`src/bd_pkg.sv`:
```
package bd_pkg;

  // raw chip word is {leaf code, payload}
  localparam int BD_RAW_W  = 40;
  localparam int LEAF_W    = 6;
  localparam int PAYLOAD_W = 34;

  // default field widths of a tag payload
  localparam int NGLOBAL = 8;
  localparam int NTAG    = 11;
  localparam int NCT     = 9;

  // leaf codes carrying tag words
  localparam logic [LEAF_W-1:0] RO_ACC_CODE = 6'd11;
  localparam logic [LEAF_W-1:0] RO_TAT_CODE = 6'd12;

  // global tag that routes a tag word back to the host (-32)
  localparam logic signed [NGLOBAL-1:0] GO_HOME_RT = 8'shE0;

  // payload width per leaf, zero marks a leaf the decoder does not know
  localparam int unsigned leaf_payload_w [64] = '{
    0: 21, 1: 34, 2: 16, 3: 20, 4: 12, 5: 8, 6: 32, 7: 19,
    11: 34, 12: 34, 13: 24, 14: 2,
    default: 0
  };

  // one payload word, read as plain data or as a tag word
  typedef union packed {
    logic [PAYLOAD_W-1:0] data;
    struct packed {
      logic [PAYLOAD_W-NGLOBAL-NTAG-NCT-1:0] pad;
      logic [NGLOBAL-1:0]                    global_tag;
      logic [NTAG-1:0]                       tag;
      logic [NCT-1:0]                        ct;
    } tg;
  } bd_payload_u;

  typedef enum logic [1:0] {
    KIND_OTHER = 2'd0,
    KIND_TAG   = 2'd1
  } host_kind_e;

  // host word is {kind, leaf code, payload}
  localparam int HOST_W = 2 + LEAF_W + PAYLOAD_W;

endpackage

```
`src/bd_word_decoder.sv`:
```
`timescale 1ns/1ps

module bd_word_decoder import bd_pkg::*; (
  input  logic                clk,
  input  logic                arst_n,
  input  logic                raw_v,
  output logic                raw_a,
  input  logic [BD_RAW_W-1:0] raw_word,
  output logic                dec_v,
  input  logic                dec_a,
  output logic [LEAF_W-1:0]   dec_leaf,
  output bd_payload_u         dec_payload,
  output logic [15:0]         drop_count
);

  logic [LEAF_W-1:0]    raw_leaf;
  bd_payload_u          raw_payload;
  bd_payload_u          masked_payload;
  logic [PAYLOAD_W-1:0] mask;
  int unsigned          leaf_w;
  logic                 leaf_known;
  logic                 take;
  logic                 load;

  assign raw_leaf    = raw_word[BD_RAW_W-1 -: LEAF_W];
  assign raw_payload = raw_word[PAYLOAD_W-1:0];

  assign leaf_w     = leaf_payload_w[raw_leaf];
  assign leaf_known = (leaf_w != 0);

  // keep only the low leaf_w bits, a zero width clears everything
  assign mask                = {PAYLOAD_W{1'b1}} >> (PAYLOAD_W - leaf_w);
  assign masked_payload.data = raw_payload.data & mask;

  // the register takes a new word in the cycle its held word leaves
  assign raw_a = ~dec_v | dec_a;
  assign take  = raw_v & raw_a;
  assign load  = take & leaf_known;

  always_ff @(posedge clk or negedge arst_n) begin
    if (!arst_n) begin
      dec_v <= 1'b0;
    end else if (load) begin
      dec_v <= 1'b1;
    end else if (dec_a) begin
      dec_v <= 1'b0;
    end
  end

  always_ff @(posedge clk) begin
    if (load) begin
      dec_leaf    <= raw_leaf;
      dec_payload <= masked_payload;
    end
  end

  // unknown leaves are swallowed here and only counted
  always_ff @(posedge clk or negedge arst_n) begin
    if (!arst_n) begin
      drop_count <= '0;
    end else if (take && !leaf_known && drop_count != 16'hFFFF) begin
      drop_count <= drop_count + 16'd1;
    end
  end

  // a word offered downstream stays put until it is taken
  property p_dec_hold;
    @(posedge clk) disable iff (!arst_n)
      dec_v && !dec_a |=> dec_v && $stable(dec_leaf) && $stable(dec_payload);
  endproperty
  a_dec_hold: assert property (p_dec_hold)
    else $error("decoder output changed while stalled");

endmodule

```
`src/bd_tag_split.sv`:
```
`timescale 1ns/1ps

module bd_tag_split import bd_pkg::*; #(
  parameter int NGLOBAL = bd_pkg::NGLOBAL,
  parameter int NTAG    = bd_pkg::NTAG,
  parameter int NCT     = bd_pkg::NCT
) (
  input  logic              clk,
  input  logic              arst_n,
  input  logic              dec_v,
  output logic              dec_a,
  input  logic [LEAF_W-1:0] dec_leaf,
  input  bd_payload_u       dec_payload,
  input  logic              report_tags,
  output logic              glb_v,
  input  logic              glb_a,
  output bd_payload_u       glb_payload,
  output logic              tag_v,
  input  logic              tag_a,
  output bd_payload_u       tag_payload,
  output logic              oth_v,
  input  logic              oth_a,
  output logic [LEAF_W-1:0] oth_leaf,
  output bd_payload_u       oth_payload
);

  logic [NGLOBAL-1:0] global_tag;
  logic               is_tag;
  logic               want_glb;
  logic               want_tag;
  logic               want_oth;
  logic               tag_taken_q;
  logic               oth_taken_q;
  logic               tag_done;
  logic               oth_done;

  // read the word as if it were a tag word, only used when it is one
  assign global_tag = dec_payload.data[NTAG + NCT +: NGLOBAL];

  assign is_tag   = (dec_leaf == RO_ACC_CODE) || (dec_leaf == RO_TAT_CODE);
  assign want_glb = is_tag && ($signed(global_tag) != GO_HOME_RT);
  assign want_tag = is_tag && !want_glb;
  assign want_oth = !is_tag || (want_tag && report_tags);

  // an output that already took this word stops offering it
  assign glb_v = dec_v & want_glb;
  assign tag_v = dec_v & want_tag & ~tag_taken_q;
  assign oth_v = dec_v & want_oth & ~oth_taken_q;

  assign glb_payload = dec_payload;
  assign tag_payload = dec_payload;
  assign oth_payload = dec_payload;
  assign oth_leaf    = dec_leaf;

  // an output is done when not chosen, already taken or taking now
  assign tag_done = ~want_tag | tag_taken_q | (tag_v & tag_a);
  assign oth_done = ~want_oth | oth_taken_q | (oth_v & oth_a);

  always_comb begin
    if (want_glb) begin
      dec_a = dec_v & glb_a;
    end else begin
      dec_a = dec_v & tag_done & oth_done;
    end
  end

  always_ff @(posedge clk or negedge arst_n) begin
    if (!arst_n) begin
      tag_taken_q <= 1'b0;
      oth_taken_q <= 1'b0;
    end else if (dec_a) begin
      // word retires, next word starts with nothing taken
      tag_taken_q <= 1'b0;
      oth_taken_q <= 1'b0;
    end else begin
      if (tag_v && tag_a) begin
        tag_taken_q <= 1'b1;
      end
      if (oth_v && oth_a) begin
        oth_taken_q <= 1'b1;
      end
    end
  end

  // a valid word is owned either by the route table or by the host side
  property p_one_side;
    @(posedge clk) disable iff (!arst_n)
      dec_v |-> (glb_v ^ (tag_v | oth_v));
  endproperty
  a_one_side: assert property (p_one_side)
    else $error("word offered to both or neither side");

endmodule

```
`src/global_route_table.sv`:
```
`timescale 1ns/1ps

module global_route_table import bd_pkg::*; #(
  parameter int NGLOBAL = bd_pkg::NGLOBAL
) (
  input  logic               clk,
  input  logic               arst_n,
  input  logic               cfg_we,
  input  logic [NGLOBAL-1:0] cfg_addr,
  input  logic [NGLOBAL-1:0] cfg_route,
  input  logic               glb_v,
  output logic               glb_a,
  input  bd_payload_u        glb_payload,
  output logic               chip_v,
  input  logic               chip_a,
  output bd_payload_u        chip_payload
);

  localparam int DEPTH = 2 ** NGLOBAL;

  logic [NGLOBAL-1:0] route_mem [DEPTH];
  bd_payload_u        routed;
  logic               load;

  // route memory, cleared on reset so unprogrammed tags map to zero
  always_ff @(posedge clk or negedge arst_n) begin
    if (!arst_n) begin
      for (int i = 0; i < DEPTH; i++) begin
        route_mem[i] <= '0;
      end
    end else if (cfg_we) begin
      route_mem[cfg_addr] <= cfg_route;
    end
  end

  // swap the global tag for its route, tag and count pass unchanged
  always_comb begin
    routed               = glb_payload;
    routed.tg.global_tag = route_mem[glb_payload.tg.global_tag];
  end

  assign glb_a = ~chip_v | chip_a;
  assign load  = glb_v & glb_a;

  always_ff @(posedge clk or negedge arst_n) begin
    if (!arst_n) begin
      chip_v <= 1'b0;
    end else if (load) begin
      chip_v <= 1'b1;
    end else if (chip_a) begin
      chip_v <= 1'b0;
    end
  end

  always_ff @(posedge clk) begin
    if (load) begin
      chip_payload <= routed;
    end
  end

endmodule

```
`src/host_uplink_arbiter.sv`:
```
`timescale 1ns/1ps

module host_uplink_arbiter import bd_pkg::*; (
  input  logic              clk,
  input  logic              arst_n,
  input  logic              tag_v,
  output logic              tag_a,
  input  bd_payload_u       tag_payload,
  input  logic              oth_v,
  output logic              oth_a,
  input  logic [LEAF_W-1:0] oth_leaf,
  input  bd_payload_u       oth_payload,
  output logic              host_v,
  input  logic              host_a,
  output logic [HOST_W-1:0] host_word
);

  logic              free;
  logic              grant_tag;
  logic              grant_oth;
  logic              oth_first_q;
  logic [HOST_W-1:0] next_word;

  // output register can take a word when empty or emptying now
  assign free = ~host_v | host_a;

  // oth_first_q picks the winner when both streams request
  assign grant_tag = free & tag_v & (~oth_v | ~oth_first_q);
  assign grant_oth = free & oth_v & (~tag_v | oth_first_q);

  assign tag_a = grant_tag;
  assign oth_a = grant_oth;

  always_comb begin
    if (grant_tag) begin
      next_word = {KIND_TAG, RO_TAT_CODE, tag_payload};
    end else begin
      next_word = {KIND_OTHER, oth_leaf, oth_payload};
    end
  end

  always_ff @(posedge clk or negedge arst_n) begin
    if (!arst_n) begin
      oth_first_q <= 1'b0;
    end else if (grant_tag || grant_oth) begin
      // the stream just served waits behind the other one
      oth_first_q <= grant_tag;
    end
  end

  always_ff @(posedge clk or negedge arst_n) begin
    if (!arst_n) begin
      host_v <= 1'b0;
    end else if (grant_tag || grant_oth) begin
      host_v <= 1'b1;
    end else if (host_a) begin
      host_v <= 1'b0;
    end
  end

  always_ff @(posedge clk) begin
    if (grant_tag || grant_oth) begin
      host_word <= next_word;
    end
  end

  property p_one_grant;
    @(posedge clk) disable iff (!arst_n)
      !(tag_a && oth_a);
  endproperty
  a_one_grant: assert property (p_one_grant)
    else $error("both host streams granted together");

endmodule

```
`src/bd_uplink_top.sv`:
```
`timescale 1ns/1ps

module bd_uplink_top import bd_pkg::*; #(
  parameter int NGLOBAL = bd_pkg::NGLOBAL,
  parameter int NTAG    = bd_pkg::NTAG,
  parameter int NCT     = bd_pkg::NCT
) (
  input  logic                clk,
  input  logic                arst_n,
  input  logic                raw_v,
  output logic                raw_a,
  input  logic [BD_RAW_W-1:0] raw_word,
  input  logic                report_tags,
  input  logic                cfg_we,
  input  logic [NGLOBAL-1:0]  cfg_addr,
  input  logic [NGLOBAL-1:0]  cfg_route,
  output logic                host_v,
  input  logic                host_a,
  output logic [HOST_W-1:0]   host_word,
  output logic                chip_v,
  input  logic                chip_a,
  output bd_payload_u         chip_payload,
  output logic [15:0]         drop_count
);

  // decoder to splitter
  logic              dec_v;
  logic              dec_a;
  logic [LEAF_W-1:0] dec_leaf;
  bd_payload_u       dec_payload;

  // splitter to route table
  logic              glb_v;
  logic              glb_a;
  bd_payload_u       glb_payload;

  // splitter to host arbiter
  logic              tag_v;
  logic              tag_a;
  bd_payload_u       tag_payload;
  logic              oth_v;
  logic              oth_a;
  logic [LEAF_W-1:0] oth_leaf;
  bd_payload_u       oth_payload;

  bd_word_decoder bd_word_decoder_i (
    .clk, .arst_n, .raw_v, .raw_a, .raw_word,
    .dec_v, .dec_a, .dec_leaf, .dec_payload, .drop_count
  );

  bd_tag_split #(.NGLOBAL(NGLOBAL), .NTAG(NTAG), .NCT(NCT)) bd_tag_split_i (
    .clk, .arst_n, .dec_v, .dec_a, .dec_leaf, .dec_payload, .report_tags,
    .glb_v, .glb_a, .glb_payload, .tag_v, .tag_a, .tag_payload,
    .oth_v, .oth_a, .oth_leaf, .oth_payload
  );

  global_route_table #(.NGLOBAL(NGLOBAL)) global_route_table_i (
    .clk, .arst_n, .cfg_we, .cfg_addr, .cfg_route,
    .glb_v, .glb_a, .glb_payload, .chip_v, .chip_a, .chip_payload
  );

  host_uplink_arbiter host_uplink_arbiter_i (
    .clk, .arst_n, .tag_v, .tag_a, .tag_payload,
    .oth_v, .oth_a, .oth_leaf, .oth_payload, .host_v, .host_a, .host_word
  );

endmodule

```
`config.mk`:
```
export PLATFORM = sky130hd
export DESIGN_NAME = bd_uplink_top
export DESIGN_NICKNAME = d
export VERILOG_FILES = /design/src/bd_pkg.sv /design/src/bd_word_decoder.sv /design/src/bd_tag_split.sv /design/src/global_route_table.sv /design/src/host_uplink_arbiter.sv /design/src/bd_uplink_top.sv
export SDC_FILE = /design/constraint.sdc
export NUM_CORES = 2
export LEC_CHECK = 0
export BUFFER_PORTS_ARGS = -buffer_cell sky130_fd_sc_hd__clkbuf_2
export CAP_MARGIN = 25
export CORE_MARGIN = 5
export CORE_UTILIZATION = 63
export CTS_BUF_LIST = sky130_fd_sc_hd__clkbuf_4 sky130_fd_sc_hd__clkbuf_8 sky130_fd_sc_hd__clkbuf_16
export DETAILED_ROUTE_END_ITERATION = 12
export PLACE_DENSITY = 0.8
export SYNTH_ARGS = -nofsm -noshare
export SYNTH_HDL_FRONTEND = slang
export SYNTH_SLANG_ARGS = --single-unit
```
`constraint.sdc`:
```
create_clock -name clk -period 5.5 [get_ports clk]
set_clock_uncertainty 0.05 [all_clocks]
set_input_delay 1.375 -clock clk [delete_from_list [all_inputs] [get_ports clk]]
set_output_delay 1.375 -clock clk [all_outputs]
set_load 0.02 [all_outputs]
```
==> out/qor.yml <==
clock_network:
  cts_resized: 0
  cts-root-buf: "clkbuf_16"
  cts.path.max_buffers: 3
  postCtsHoldBufs: 0
  cts_tree: "done"
  insertion_delay_ps: 870
  htree_levels: 4
  postCtsSetupRepairBufs: 0
  cts.clk_slew.worst_paths_ps: 70
  clock-sinks: 2185
  cts_made_buffers: 216
sta:
  tns_ps: 0
  period_share_pct: 89.5
  clock.fmax_mhz: 203
  hold_viol: 0
  worst_pin_slew_ps: 1220
  grt_setup_unrepaired: "false"
  fin_ws_ps: 575
  slew_headroom_pct: 18.8
  period_minus_slack_ps: 4920
  slew_viol_final: 0
  setup_violations: 0
grt:
  antenna_found_initial: 13
  grt_pass1_vias: 62600
  grtUsageMet3_pct: 9.33
  grt_first_pass_wirelength_um: 413000
  grt-busiest-layer: "met2"
  grt_max_degree: 180
  grtUsageMet1_pct: 46.3
  overflow: 0
  grt_usage_pct: 33.6
  use_met2_pct: 50.2
logic_synthesis:
  synthTopCellsByCount: "dfrtp_1, mux2_2, mux4_2"
  yosysTopAreaCellShare_pct: 52.3
  yosys_warnings: 0
  synthCells: 6407
  synth_flop_cell: "dfrtp_1"
  synth_edf_count: 115
  synth.area.top_cells: "dfrtp_1, mux2_2, mux4_2"
  syn_area_um2: 99000
  yosysTopAreaCell: "dfrtp_1"
  synthMostInstantiatedCell: "dfrtp_1"
  synthArstFlopShare_pct: 94.7
  avgSynthCellArea_um2: 15.5
  synth_seq_area_share_pct: 55.8
  syn_nets: 6478
  ys_types: 85
  ys_ff_latch: 2185
pwr:
  ir_drop_mv: 0.375
  intPower_mw: 27.1
  power_frac_clock_pct: 42.5
  power.leakage_nw: 51.6
  p_comb_share_pct: 8.7
  power_frac_seq_pct: 48.8
  p_per_area_nw_per_um2: 326
  switching_power_mw: 8.62
  switching_share_pct: 24.1
routing:
  ant_nets: 0
  wl_per_cell_um: 31.4
  vias: 60000
  via_per_inst: 6.90
  wl_um: 273000
  firstDrtPassIters: 5
  drt_iter0_drc: 6583
  route.detailed.drc: 0
worst_setup_path:
  cp-start-kind: "flop"
  arrival_ps: 3500
  reg2reg_depth: 10
  startpoint: "bd_word_decoder_i.dec_payload[23]"
  cp.required_ps: 4070
  critPathBufInv: 1
  reg2reg_slack_ps: 1170
  cp_top_family: "simple AND/OR/NAND/NOR gates"
  r2r-start: "bd_word_decoder_i.dec_payload[22]"
  worst-path-stages: 5
  path_cells: "or3b_4 -> or4_4 -> o21bai_2 -> a21o_1 -> clkbuf_2"
  reg2reg_to: "global_route_table_i.chip_payload[22]"
  crit_slowest_cell: "or3b_4"
  max_stage_delay_ps: 630
  crit_path_end_kind: "output port"
  critPathKind: "flop to output port"
  path_max_fanout: 18
final_layout:
  instances_no_fill: 8701
  synthToLayoutAreaGrowth_pct: 10.6
  nets: 6532
  layout-drive-gt1-share_pct: 49.5
  design_area_um2: 109000
die:
  start_util_pct: 63.4
  core_um2: 156000
  dieHeight_um: 406
  die_area_um2: 165000
  num_io_pins: 158
  rows: 145
  die_w_um: 406
outcome:
  status: "complete, no violations"
min_path:
  hold_depth: 0
  min-delay-start: "bd_word_decoder_i.dec_payload[32]"
  hp-class: "flop to flop"
  min_to: "global_route_table_i.chip_payload[32]"
place:
  dpl_cell_area_um2: 102000
  numPortBuffers: 156
  dp_cells: 8296
  gp_congestion: 0.915
  dpl_worst_slack_ps: 552
  hpwl_um: 172000
flow_run:
  maxCapViolCount: 0
routing by layer:
layer	up-vias	share of wire, %
met5	-	0.038
met4	14	5.9
met3	872	9.5
met2	2847	46
met1	32200	39
li1	24100	-
cells by family after synthesis:
group | after synthesis | synth area share [%]
DFF | 2185 | 55.8
xor gates and xnor gates | 16 | 0.142
AOI/OAI and AO/OA | 370 | 2.80
and+or+nand+nor | 633 | 2.95
muxes | 2700 | 36.0
buffers and inverters | 494 | 2.23
adders and majority gates | 8 | 0.101
other | 1 | 0.00379
area by class of cell:
| cell class | count | area, um^2 |
|---|---|---|
| antenna | 7 | 17.5 |
| fill | 9843 | 46700 |
| clock inverter | 84 | 971 |
| tap | 2058 | 2570 |
| inverter | 20 | 77.6 |
| timing repair buffer | 310 | 2580 |
| multi-input combinational | 3728 | 41600 |
| sequential | 2185 | 55300 |
| clock buffer | 309 | 6380 |
power by group through the flow:
stage               clock, mW  combinational [mW]  sequential, mW
global route             16.0                3.30            17.5
global placement            0                2.96            17.6
finish                   15.2                3.11            17.4
detailed placement          0                3.05            17.7
CTS                      15.3                3.08            17.4
floorplan                   0                1.84            17.6
how the worst max path moves through the flow:
stage	slack, ps	end
after global routing	460	raw_a
after floorplan	600	bd_word_decoder_i.dec_leaf[0]
after detailed placement	550	bd_word_decoder_i.dec_payload[7]
after global placement	690	bd_word_decoder_i.dec_payload[7]
after CTS	520	raw_a
final	580	raw_a
registers in the layout (all words and copies together), names as in the netlist, 6 cells and up:
signal	cells
global_route_table_i.route_mem	2048
host_uplink_arbiter_i.host_word	41
bd_word_decoder_i.dec_payload	34
global_route_table_i.chip_payload	34
bd_word_decoder_i.drop_count	16
bd_word_decoder_i.dec_leaf	6
through the flow:
step	utilization [%]	total power, mW	hold WS, ps
final	70.1	35.7	403
after global routing	70.1	36.8	418
after CTS	70.0	35.8	405
after detailed placement	65.3	20.8	387
after global placement	65.3	20.6	381
after floorplan	-	19.5	371
worst reg2reg max path, cell delays in order (launching register included):
cell	delay, ps
edfxtp_1	420
buf_4	290
buf_4	560
nor2b_4	900
buf_4	450
a22oi_1	240
nand3_1	240
a2111oi_0	140
buf_4	190
o21ai_0	450
o311a_1	270
cell usage in the layout (no fill, tap or decap), types with 8 or more instances in the layout:
cell,synthesis,final
nand2b_1,21,21
clkbuf_4,0,53
or2_2,11,11
nand4_1,14,14
clkbuf_16,0,218
a22o_1,15,15
bufinv_16,0,16
xnor2_1,15,15
nor4_1,11,11
mux2_1,15,15
clkbuf_2,0,147
dfrtp_1,2070,2070
mux2i_1,149,149
nor2b_1,16,13
o22ai_1,35,35
clkbuf_8,0,47
buf_12,0,40
o211a_1,14,14
o221ai_1,10,10
ha_1,8,8
nand3_1,43,43
nor2_1,244,236
and3_1,11,11
mux2_2,2055,2055
and2_1,14,13
a22oi_1,71,71
clkinv_2,0,49
a21oi_1,39,39
a221oi_1,42,42
inv_1,18,16
o211ai_1,9,9
mux4_2,481,481
nor3_1,29,29
buf_4,35,108
edfxtp_1,115,115
nand2_1,174,172
a211oi_1,12,12
o21ai_0,37,37
No activity file was read; power rests on OpenSTA's default activity.
